`src/cdr_pkg.sv`:
```
package cdr_pkg;

    //////////////////////////////////////////////////////////////////////
    // widths and constants
    //////////////////////////////////////////////////////////////////////

    // interleaved slices and magnitude bits per slice
    localparam int NTI     = 4;
    localparam int NADC    = 8;

    // phase interpolator code and output count
    localparam int NPI     = 9;
    localparam int NOUT    = 4;

    // loop filter
    localparam int PHASE_W = 16;
    localparam int INTEG_W = 16;
    localparam int PD_W    = 14;
    localparam int SHIFT_W = 4;

    // prbs7 checker, taps at 7 and 6
    localparam int CNT_W     = 32;
    localparam int PRBS_N    = 7;
    localparam int PRBS_TAP2 = 6;

    // cycles the loop is held after reset
    localparam int CTL_WAIT = 32;

    //////////////////////////////////////////////////////////////////////
    // types
    //////////////////////////////////////////////////////////////////////

    // sign bit set means negative slice
    typedef struct packed {
        logic [NTI-1:0][NADC-1:0] mag;
        logic [NTI-1:0]           sign;
    } adc_frame_t;

    typedef logic signed [NADC:0] code_t;
    typedef code_t [NTI-1:0] code_vec_t;

    typedef logic [NOUT-1:0][NPI-1:0] pi_vec_t;

    typedef struct packed {
        logic [SHIFT_W-1:0]        kp_shift;
        logic [SHIFT_W-1:0]        ki_shift;
        logic [NOUT-1:0][3:0]      max_sel;
        logic [NOUT-1:0][NPI-1:0]  pi_offset;
    } cdr_cfg_t;

    typedef struct packed {
        logic               enable;
        logic               invert;
        logic [NTI-1:0]     chan_sel;
        logic signed [NADC:0] thresh;
    } prbs_cfg_t;

    // register contents after reset
    localparam cdr_cfg_t CDR_CFG_RST = '{
        kp_shift:  SHIFT_W'(2),
        ki_shift:  SHIFT_W'(6),
        max_sel:   {NOUT{4'hf}},
        pi_offset: '0
    };

    localparam prbs_cfg_t PRBS_CFG_RST = '0;

endpackage
```
`src/cdr_core.sv`:
```
module cdr_core (
    input  logic                       clk_adc,
    input  logic                       cdr_rstb,
    input  cdr_pkg::adc_frame_t        adc_frame_i,

    input  logic                       cdr_cfg_req_i,
    input  cdr_pkg::cdr_cfg_t          cdr_cfg_i,
    output logic                       cdr_cfg_ack_o,

    input  logic                       prbs_cfg_req_i,
    input  cdr_pkg::prbs_cfg_t         prbs_cfg_i,
    output logic                       prbs_cfg_ack_o,

    output logic                       ctl_valid_o,
    output cdr_pkg::pi_vec_t           pi_ctl_o,
    output logic [cdr_pkg::CNT_W-1:0]  err_count_o,
    output logic [cdr_pkg::CNT_W-1:0]  total_count_o
);

    import cdr_pkg::*;

    cdr_cfg_t               cdr_cfg;
    prbs_cfg_t              prbs_cfg;
    code_vec_t              codes;
    logic signed [PD_W-1:0] pd_err;
    logic [NPI-1:0]         phase_code;

    //////////////////////////////////////////////////////////////////////
    // configuration registers
    //////////////////////////////////////////////////////////////////////

    cfg_regs #(
        .payload_t   (cdr_cfg_t),
        .reset_val_i (CDR_CFG_RST)
    ) cdr_cfg_regs (
        .clk_adc  (clk_adc),
        .cdr_rstb (cdr_rstb),
        .req_i    (cdr_cfg_req_i),
        .data_i   (cdr_cfg_i),
        .ack_o    (cdr_cfg_ack_o),
        .cfg_o    (cdr_cfg)
    );

    cfg_regs #(
        .payload_t   (prbs_cfg_t),
        .reset_val_i (PRBS_CFG_RST)
    ) prbs_cfg_regs (
        .clk_adc  (clk_adc),
        .cdr_rstb (cdr_rstb),
        .req_i    (prbs_cfg_req_i),
        .data_i   (prbs_cfg_i),
        .ack_o    (prbs_cfg_ack_o),
        .cfg_o    (prbs_cfg)
    );

    //////////////////////////////////////////////////////////////////////
    // receive pipeline
    //////////////////////////////////////////////////////////////////////

    adc_unfold adc_unfold_i (
        .clk_adc     (clk_adc),
        .cdr_rstb    (cdr_rstb),
        .adc_frame_i (adc_frame_i),
        .codes_o     (codes)
    );

    mm_phase_detector mm_pd_i (
        .clk_adc  (clk_adc),
        .cdr_rstb (cdr_rstb),
        .codes_i  (codes),
        .pd_err_o (pd_err)
    );

    cdr_loop_filter loop_filter_i (
        .clk_adc      (clk_adc),
        .cdr_rstb     (cdr_rstb),
        .pd_err_i     (pd_err),
        .kp_shift_i   (cdr_cfg.kp_shift),
        .ki_shift_i   (cdr_cfg.ki_shift),
        .ctl_valid_o  (ctl_valid_o),
        .phase_code_o (phase_code)
    );

    // per-output scaling toward the analog PI
    pi_ctl_map pi_map_i (
        .phase_code_i (phase_code),
        .max_sel_i    (cdr_cfg.max_sel),
        .pi_offset_i  (cdr_cfg.pi_offset),
        .pi_ctl_o     (pi_ctl_o)
    );

    prbs_checker prbs_checker_i (
        .clk_adc       (clk_adc),
        .cdr_rstb      (cdr_rstb),
        .codes_i       (codes),
        .cfg_i         (prbs_cfg),
        .err_count_o   (err_count_o),
        .total_count_o (total_count_o)
    );

endmodule

```
`src/prbs_checker.sv`:
```
module prbs_checker (
    input  logic                       clk_adc,
    input  logic                       cdr_rstb,
    input  cdr_pkg::code_vec_t         codes_i,
    input  cdr_pkg::prbs_cfg_t         cfg_i,
    output logic [cdr_pkg::CNT_W-1:0]  err_count_o,
    output logic [cdr_pkg::CNT_W-1:0]  total_count_o
);

    import cdr_pkg::*;

    localparam int NB_W = $clog2(NTI + 1);

    //////////////////////////////////////////////////////////////////////
    // slicer
    //////////////////////////////////////////////////////////////////////

    logic [NTI-1:0] bits_q;

    always_ff @(posedge clk_adc or negedge cdr_rstb) begin
        if (!cdr_rstb) begin
            bits_q <= '0;
        end else begin
            for (int k = 0; k < NTI; k++) begin
                bits_q[k] <= (codes_i[k] > cfg_i.thresh) ^ cfg_i.invert;
            end
        end
    end

    //////////////////////////////////////////////////////////////////////
    // self-synchronizing check and counters
    //////////////////////////////////////////////////////////////////////

    // stream[PRBS_N-1:0] is history, newest at the top; frame bits above it
    logic [PRBS_N-1:0]     hist;
    logic [PRBS_N+NTI-1:0] stream;
    logic [NTI-1:0]        mismatch;
    logic [NB_W-1:0]       n_err;
    logic [NB_W-1:0]       n_tot;
    logic [CNT_W:0]        err_sum;
    logic [CNT_W:0]        tot_sum;

    assign stream = {bits_q, hist};

    always_comb begin
        n_err = '0;
        n_tot = '0;
        for (int k = 0; k < NTI; k++) begin
            // bit t against bits t-7 and t-6
            mismatch[k] = stream[PRBS_N+k] ^ stream[k] ^ stream[PRBS_N-PRBS_TAP2+k];
            n_err = n_err + NB_W'(mismatch[k] & cfg_i.chan_sel[k]);
            n_tot = n_tot + NB_W'(cfg_i.chan_sel[k]);
        end
    end

    assign err_sum = {1'b0, err_count_o} + (CNT_W+1)'(n_err);
    assign tot_sum = {1'b0, total_count_o} + (CNT_W+1)'(n_tot);

    always_ff @(posedge clk_adc or negedge cdr_rstb) begin
        if (!cdr_rstb) begin
            hist          <= '0;
            err_count_o   <= '0;
            total_count_o <= '0;
        end else begin
            hist <= stream[NTI +: PRBS_N];
            if (cfg_i.enable) begin
                // saturate instead of wrapping
                err_count_o   <= err_sum[CNT_W] ? '1 : err_sum[CNT_W-1:0];
                total_count_o <= tot_sum[CNT_W] ? '1 : tot_sum[CNT_W-1:0];
            end
        end
    end

endmodule

```
`src/pi_ctl_map.sv`:
```
module pi_ctl_map (
    input  logic [cdr_pkg::NPI-1:0]                   phase_code_i,
    input  logic [cdr_pkg::NOUT-1:0][3:0]             max_sel_i,
    input  logic [cdr_pkg::NOUT-1:0][cdr_pkg::NPI-1:0] pi_offset_i,
    output cdr_pkg::pi_vec_t                          pi_ctl_o
);

    import cdr_pkg::*;

    logic [NPI-1:0] scale [NOUT];
    logic [NPI-1:0] wrapped [NOUT];

    // scale = (max_sel + 1) * 16 - 1, so 15 up to 255
    always_comb begin
        for (int j = 0; j < NOUT; j++) begin
            scale[j] = ((NPI'(max_sel_i[j]) + NPI'(1)) << 4) - NPI'(1);
        end
    end

    // modulo first, then offset, sum wraps at NPI bits
    always_comb begin
        for (int j = 0; j < NOUT; j++) begin
            wrapped[j]  = phase_code_i % scale[j];
            pi_ctl_o[j] = wrapped[j] + pi_offset_i[j];
        end
    end

endmodule

```
`src/cdr_loop_filter.sv`:
```
module cdr_loop_filter (
    input  logic                              clk_adc,
    input  logic                              cdr_rstb,
    input  logic signed [cdr_pkg::PD_W-1:0]   pd_err_i,
    input  logic [cdr_pkg::SHIFT_W-1:0]       kp_shift_i,
    input  logic [cdr_pkg::SHIFT_W-1:0]       ki_shift_i,
    output logic                              ctl_valid_o,
    output logic [cdr_pkg::NPI-1:0]           phase_code_o
);

    import cdr_pkg::*;

    localparam int WAIT_W = $clog2(CTL_WAIT);

    //////////////////////////////////////////////////////////////////////
    // startup wait
    //////////////////////////////////////////////////////////////////////

    logic [WAIT_W-1:0] wait_cnt;
    logic              wait_done;

    assign wait_done = (wait_cnt == WAIT_W'(CTL_WAIT - 1));

    // valid one edge after the counter saturates
    always_ff @(posedge clk_adc or negedge cdr_rstb) begin
        if (!cdr_rstb) begin
            wait_cnt    <= '0;
            ctl_valid_o <= 1'b0;
        end else begin
            if (!wait_done) begin
                wait_cnt <= wait_cnt + 1'b1;
            end
            ctl_valid_o <= wait_done;
        end
    end

    //////////////////////////////////////////////////////////////////////
    // proportional-integral path and phase accumulator
    //////////////////////////////////////////////////////////////////////

    logic signed [INTEG_W-1:0] pd_integ;
    logic signed [PHASE_W-1:0] pd_phase;
    logic signed [INTEG_W-1:0] integ;
    logic signed [PHASE_W-1:0] phase;

    assign pd_integ = {{(INTEG_W-PD_W){pd_err_i[PD_W-1]}}, pd_err_i};
    assign pd_phase = {{(PHASE_W-PD_W){pd_err_i[PD_W-1]}}, pd_err_i};

    // both registers wrap, the phase uses the integral before this edge
    always_ff @(posedge clk_adc or negedge cdr_rstb) begin
        if (!cdr_rstb) begin
            integ <= '0;
            phase <= '0;
        end else if (!ctl_valid_o) begin
            integ <= '0;
            phase <= '0;
        end else begin
            integ <= integ + (pd_integ >>> ki_shift_i);
            phase <= phase + (pd_phase >>> kp_shift_i) + PHASE_W'(integ);
        end
    end

    assign phase_code_o = phase[PHASE_W-1 -: NPI];

endmodule

```
`src/mm_phase_detector.sv`:
```
module mm_phase_detector (
    input  logic                        clk_adc,
    input  logic                        cdr_rstb,
    input  cdr_pkg::code_vec_t          codes_i,
    output logic signed [cdr_pkg::PD_W-1:0] pd_err_o
);

    import cdr_pkg::*;

    // last slice of the previous frame, x[-1] for slice 0
    code_t prev_last;

    // xw[0] is x[-1], xw[k+1] is x[k]
    logic signed [PD_W-1:0] xw [NTI+1];
    logic signed [PD_W-1:0] err_sum;

    always_comb begin
        xw[0] = {{(PD_W-NADC-1){prev_last[NADC]}}, prev_last};
        for (int k = 0; k < NTI; k++) begin
            xw[k+1] = {{(PD_W-NADC-1){codes_i[k][NADC]}}, codes_i[k]};
        end
    end

    // mueller-muller: s[k-1]*x[k] - s[k]*x[k-1], zero counts as positive
    always_comb begin
        logic signed [PD_W-1:0] early;
        logic signed [PD_W-1:0] late;
        err_sum = '0;
        for (int k = 1; k <= NTI; k++) begin
            early = (xw[k-1] >= 0) ? xw[k] : -xw[k];
            late  = (xw[k] >= 0) ? xw[k-1] : -xw[k-1];
            err_sum = err_sum + early - late;
        end
    end

    always_ff @(posedge clk_adc or negedge cdr_rstb) begin
        if (!cdr_rstb) begin
            prev_last <= '0;
            pd_err_o  <= '0;
        end else begin
            prev_last <= codes_i[NTI-1];
            pd_err_o  <= err_sum;
        end
    end

endmodule

```
`src/adc_unfold.sv`:
```
module adc_unfold (
    input  logic                  clk_adc,
    input  logic                  cdr_rstb,
    input  cdr_pkg::adc_frame_t   adc_frame_i,
    output cdr_pkg::code_vec_t    codes_o
);

    import cdr_pkg::*;

    code_vec_t codes_d;

    // sign-magnitude to two's complement, one extra bit for the sign
    always_comb begin
        for (int k = 0; k < NTI; k++) begin
            if (adc_frame_i.sign[k]) begin
                codes_d[k] = -$signed({1'b0, adc_frame_i.mag[k]});
            end else begin
                codes_d[k] = $signed({1'b0, adc_frame_i.mag[k]});
            end
        end
    end

    always_ff @(posedge clk_adc or negedge cdr_rstb) begin
        if (!cdr_rstb) begin
            codes_o <= '0;
        end else begin
            codes_o <= codes_d;
        end
    end

endmodule

```
`src/cfg_regs.sv`:
```
module cfg_regs #(
    parameter type      payload_t   = logic,
    parameter payload_t reset_val_i = '0
) (
    input  logic     clk_adc,
    input  logic     cdr_rstb,
    input  logic     req_i,
    input  payload_t data_i,
    output logic     ack_o,
    output payload_t cfg_o
);

    // four-phase slave
    // phase 1/2: req high with ack low -> capture and raise ack
    // phase 3/4: req low with ack high -> drop ack
    logic capture;
    logic release_ack;

    assign capture     = req_i & ~ack_o;
    assign release_ack = ~req_i & ack_o;

    always_ff @(posedge clk_adc or negedge cdr_rstb) begin
        if (!cdr_rstb) begin
            ack_o <= 1'b0;
        end else if (capture) begin
            ack_o <= 1'b1;
        end else if (release_ack) begin
            ack_o <= 1'b0;
        end
    end

    // value moves in the same cycle ack rises
    always_ff @(posedge clk_adc or negedge cdr_rstb) begin
        if (!cdr_rstb) begin
            cfg_o <= reset_val_i;
        end else if (capture) begin
            cfg_o <= data_i;
        end
    end

endmodule

```
`config.mk`:
```
export PLATFORM = sky130hd
export DESIGN_NAME = cdr_core
export DESIGN_NICKNAME = d
export VERILOG_FILES = /design/src/cdr_pkg.sv /design/src/cdr_core.sv /design/src/prbs_checker.sv /design/src/pi_ctl_map.sv /design/src/cdr_loop_filter.sv /design/src/mm_phase_detector.sv /design/src/adc_unfold.sv /design/src/cfg_regs.sv
export SDC_FILE = /design/constraint.sdc
export NUM_CORES = 1
export LEC_CHECK = 0
export BUFFER_PORTS_ARGS = -buffer_cell sky130_fd_sc_hd__buf_2
export CAP_MARGIN = 20
export CORE_ASPECT_RATIO = 1.4
export CORE_MARGIN = 5
export CORE_UTILIZATION = 55
export DETAILED_ROUTE_END_ITERATION = 10
export HOLD_SLACK_MARGIN = 0.05
export PLACE_DENSITY_LB_ADDON = 0.12
export SLEW_MARGIN = 20
export SYNTH_ARGS = -nofsm -noshare
export SYNTH_HDL_FRONTEND = slang
export SYNTH_SLANG_ARGS = --single-unit
```
`constraint.sdc`:
```
create_clock -name clk_adc -period 14.85 [get_ports clk_adc]
set_input_delay 1.485 -clock clk_adc [delete_from_list [all_inputs] [get_ports clk_adc]]
set_output_delay 1.485 -clock clk_adc [all_outputs]
set_load 0.1 [all_outputs]
```
==> summary.md <==
| Metric | Value |
|---|---|
| Num CTS Buffers | `29` |
| Fin worst setup slack | `772 ps` |
| Async SR Flop Fraction | `1.00` |
| Post-CTS setup buffers | `0` |
| DPL Wire Length | `51.3 mm` |
| Num ports | `218` |
| First-pass GRT wire length | `106 mm` |
| # hold bufs at CTS | `0` |
| Clock Skews | `15.6 ps` |
| Fin. Hold Viols | `0` |
| Nets | `3306` |
| Area Overhead vs Synth | `10.8%` |
| Finish-stage setup viols | `0` |
| Die Width | `188 µm` |
| Clock Latency Late Sink | `590 ps` |
| RSZ-0062 raised after global routing | `no` |
| DR top layer | `met5` |
| Syn avg cell area | `8.98 µm²` |
| Commonest non-fill, non-tap cells in the layout | `287 x nand2_1, 229 x dfrtp_1, 215 x buf_2, 214 x ha_1, 198 x xnor2_1` |
| Number of synthesized flops with an enable pin | `0` |
| Hold Path Class | `reg -> reg` |
| CTS tree | `built` |
| Worst path max stage delay | `600 ps` |
| Vias in the first global route | `21100` |
| WL final | `64.7 mm` |
| Worst R2R End | `mm_pd_i.pd_err_o[13]$_DFF_PN0_` |
| Commonest non-fill, non-tap cell in the layout | `nand2_1` |
| DIE AREA | `0.0485 mm²` |
| Clk sinks | `249` |
| Buffers on Ports | `217` |
| Post-Syn Instances | `2705` |
| CTS max path bufs | `3` |
| Area occupied by multi-input gates | `0.0170 mm²` |
| Slew Limit Fails | `0` |
| Routed length per instance | `18.7 µm` |
| Worst-path clk slew | `70 ps` |
| Grt ovf | `0` |
| CP startpoint kind | `flop` |
| Slew of the pin with the lowest slew margin | `1060 ps` |
| Reg-to-reg slack, setup | `7570 ps` |
| Setup TNS | `0 ps` |
| Register area share after synthesis | `0.257` |
| Drc violations | `0` |
| CP required | `13360 ps` |
| Synth top area share | `0.237` |
| Arr. time, crit path | `12590 ps` |
| # Max-Cap Violations | `0` |
| Routed length on met1 | `24.1 mm` |
| Crit Reg-Reg Startpoint | `adc_unfold_i.codes_o[9]$_DFF_PN0_` |
| CP max stage cell | `dfstp_2` |
| FP Rows | `91` |
| Slew Limit Headroom | `0.293` |
| GP Congestion | `1.05` |
| Core area | `0.0438 mm²` |
| Area contributors post-synth | `dfrtp_1 24%, ha_1 11%, fa_1 8.2%, xnor2_1 7.1%, nand2_1 4.4%` |
| Register area | `0.00626 mm²` |
| Layout cells sized above 1 | `0.154` |
| CP endpoint | `pi_ctl_o[17]` |
| Routed wl met3 | `2.74 mm` |
| Post-Place Setup Slack | `1180 ps` |
| Layout fillers | `3830` |
| #FFs+latches synth | `249` |
| FMAX | `0.0710 GHz` |
| Mapped Area | `0.0243 mm²` |
| Vias per cell | `5.89` |
| CP Max Fanout | `9` |
| Initial antenna violation count | `6` |
| Routed wl met2 | `34.3 mm` |
| Outcome | `completed` |
| YS warnings | `0` |
| Worst setup EP type | `output pin` |
| CP Launch Point | `cdr_cfg_regs.cfg_o[40]$_DFFE_PN1P_` |
| Period minus WS final | `14080 ps` |
| R2R depth | `29` |
| DRT Pass-1 Iters | `5` |
| Ys flop type | `dfrtp_1` |
| Via count of the routed design | `20400` |
| Yosys top cell by area | `dfrtp_1` |
| Count of cell types in the netlist | `100` |
| Overall Global Routing Usage | `0.263` |
| Drt initial violations | `921` |
| Die Height | `259 µm` |
| Final Cycle Share | `0.948` |
| Initial Util | `0.554` |
| Root Buffer | `clkbuf_16` |
| Number of routed nets with antenna violations | `0` |
| Post-synth net total | `3134` |
| Critical path class | `reg -> out` |
| H-tree levels | `1` |
| Largest net degree at the start of global routing | `114` |
worst min-delay path by stage:
stage                                     start                          endpoint  slack [ps]  cells past startpoint
2_1_floorplan  prbs_checker_i.hist[5]$_DFF_PN0_  prbs_checker_i.hist[1]$_DFF_PN0_         330                      0
3_3_place_gp   prbs_checker_i.hist[5]$_DFF_PN0_  prbs_checker_i.hist[1]$_DFF_PN0_         330                      0
3_5_place_dp   prbs_checker_i.hist[6]$_DFF_PN0_  prbs_checker_i.hist[2]$_DFF_PN0_         340                      0
4_1_cts        prbs_checker_i.hist[5]$_DFF_PN0_  prbs_checker_i.hist[1]$_DFF_PN0_         350                      0
5_1_grt        prbs_checker_i.hist[5]$_DFF_PN0_  prbs_checker_i.hist[1]$_DFF_PN0_         360                      0
6_report       prbs_checker_i.hist[5]$_DFF_PN0_  prbs_checker_i.hist[1]$_DFF_PN0_         350                      0
state kept, by name (all words and copies together) (netlist names):
register / flops
cdr_cfg_regs.ack_o: 1
prbs_checker_i.total_count_o: 32
loop_filter_i.wait_cnt: 5
prbs_checker_i.err_count_o: 32
loop_filter_i.ctl_valid_o: 1
prbs_cfg_regs.cfg_o: 15
prbs_cfg_regs.ack_o: 1
loop_filter_i.phase: 16
mm_pd_i.pd_err_o: 14
prbs_checker_i.bits_q: 4
loop_filter_i.integ: 16
cdr_cfg_regs.cfg_o: 60
prbs_checker_i.hist: 7
mm_pd_i.prev_last: 9
adc_unfold_i.codes_o: 36
cells in the mapped netlist (all sizes together) (30+ instances only):
master,n
a21o,36
a21oi,180
and2,49
and3,37
clkbuf,59
dfrtp,230
fa,99
ha,215
inv,175
mux2,87
nand2,287
nand2b,41
nand3,74
nand4,30
nor2,177
nor2b,40
nor3,44
o21ai,160
o21bai,34
xnor2,199
xor2,113
repair_timing:
item / 4_1_cts / 5_1_grt
gates resized for setup: 0 / 7
hold endpoints to repair: 0 / 0
setup endpoints to repair: 0 / 2
critical path: cells and delay by family (launching register included):
kind / cells / cell delay (ps)
and+or+nand+nor: 12 / 1620
DFF: 1 / 600
xor gates and xnor gates: 4 / 720
buffers and inverters: 3 / 560
adders and majority gates: 8 / 2610
AOI/OAI and AO/OA: 24 / 5880
stage by stage:
step	utilization	hold slack, ps	area, µm²	std cells
after floorplan	-	331	24300	2705
after global placement	0.589	335	25800	3403
after detailed placement	0.589	339	25800	3403
after CTS	0.612	353	26800	3456
after global routing	0.614	362	26900	3460
final	0.614	348	26900	3461
cell families (layout without fill, tap and decap cells):
| logic type | after synthesis | count (layout) | share of synthesized area |
|---|---|---|---|
| other | 0 | 4 | 0 |
| AO/OA/AOI/OAI | 588 | 588 | 0.157 |
| adder cells (fa/ha/maj) | 318 | 318 | 0.194 |
| AND/OR/NAND/NOR | 849 | 849 | 0.171 |
| XOR/XNOR | 313 | 313 | 0.114 |
| flip-flops | 249 | 249 | 0.257 |
| buffers and inverters | 263 | 457 | 0.0424 |
| multiplexers | 125 | 125 | 0.0642 |
cell type report:
type                       count  area share
sequential                   249       0.232
tap                          558      0.0259
clock buffer                  36      0.0302
inverter                     175      0.0244
antenna                        4    0.000372
clock inverter                17     0.00832
timing repair buffer         229      0.0449
multi-input combinational   2193       0.633
metal layers:
layer,track usage,vias to the layer above
met2,0.500,503
met1,0.286,9894
li1,-,9801
met3,0.0333,193
met5,0,-
met4,0.131,4
Power is not shown: default switching activity piles up to over one toggle a cycle in this logic, so the estimate is an artifact.
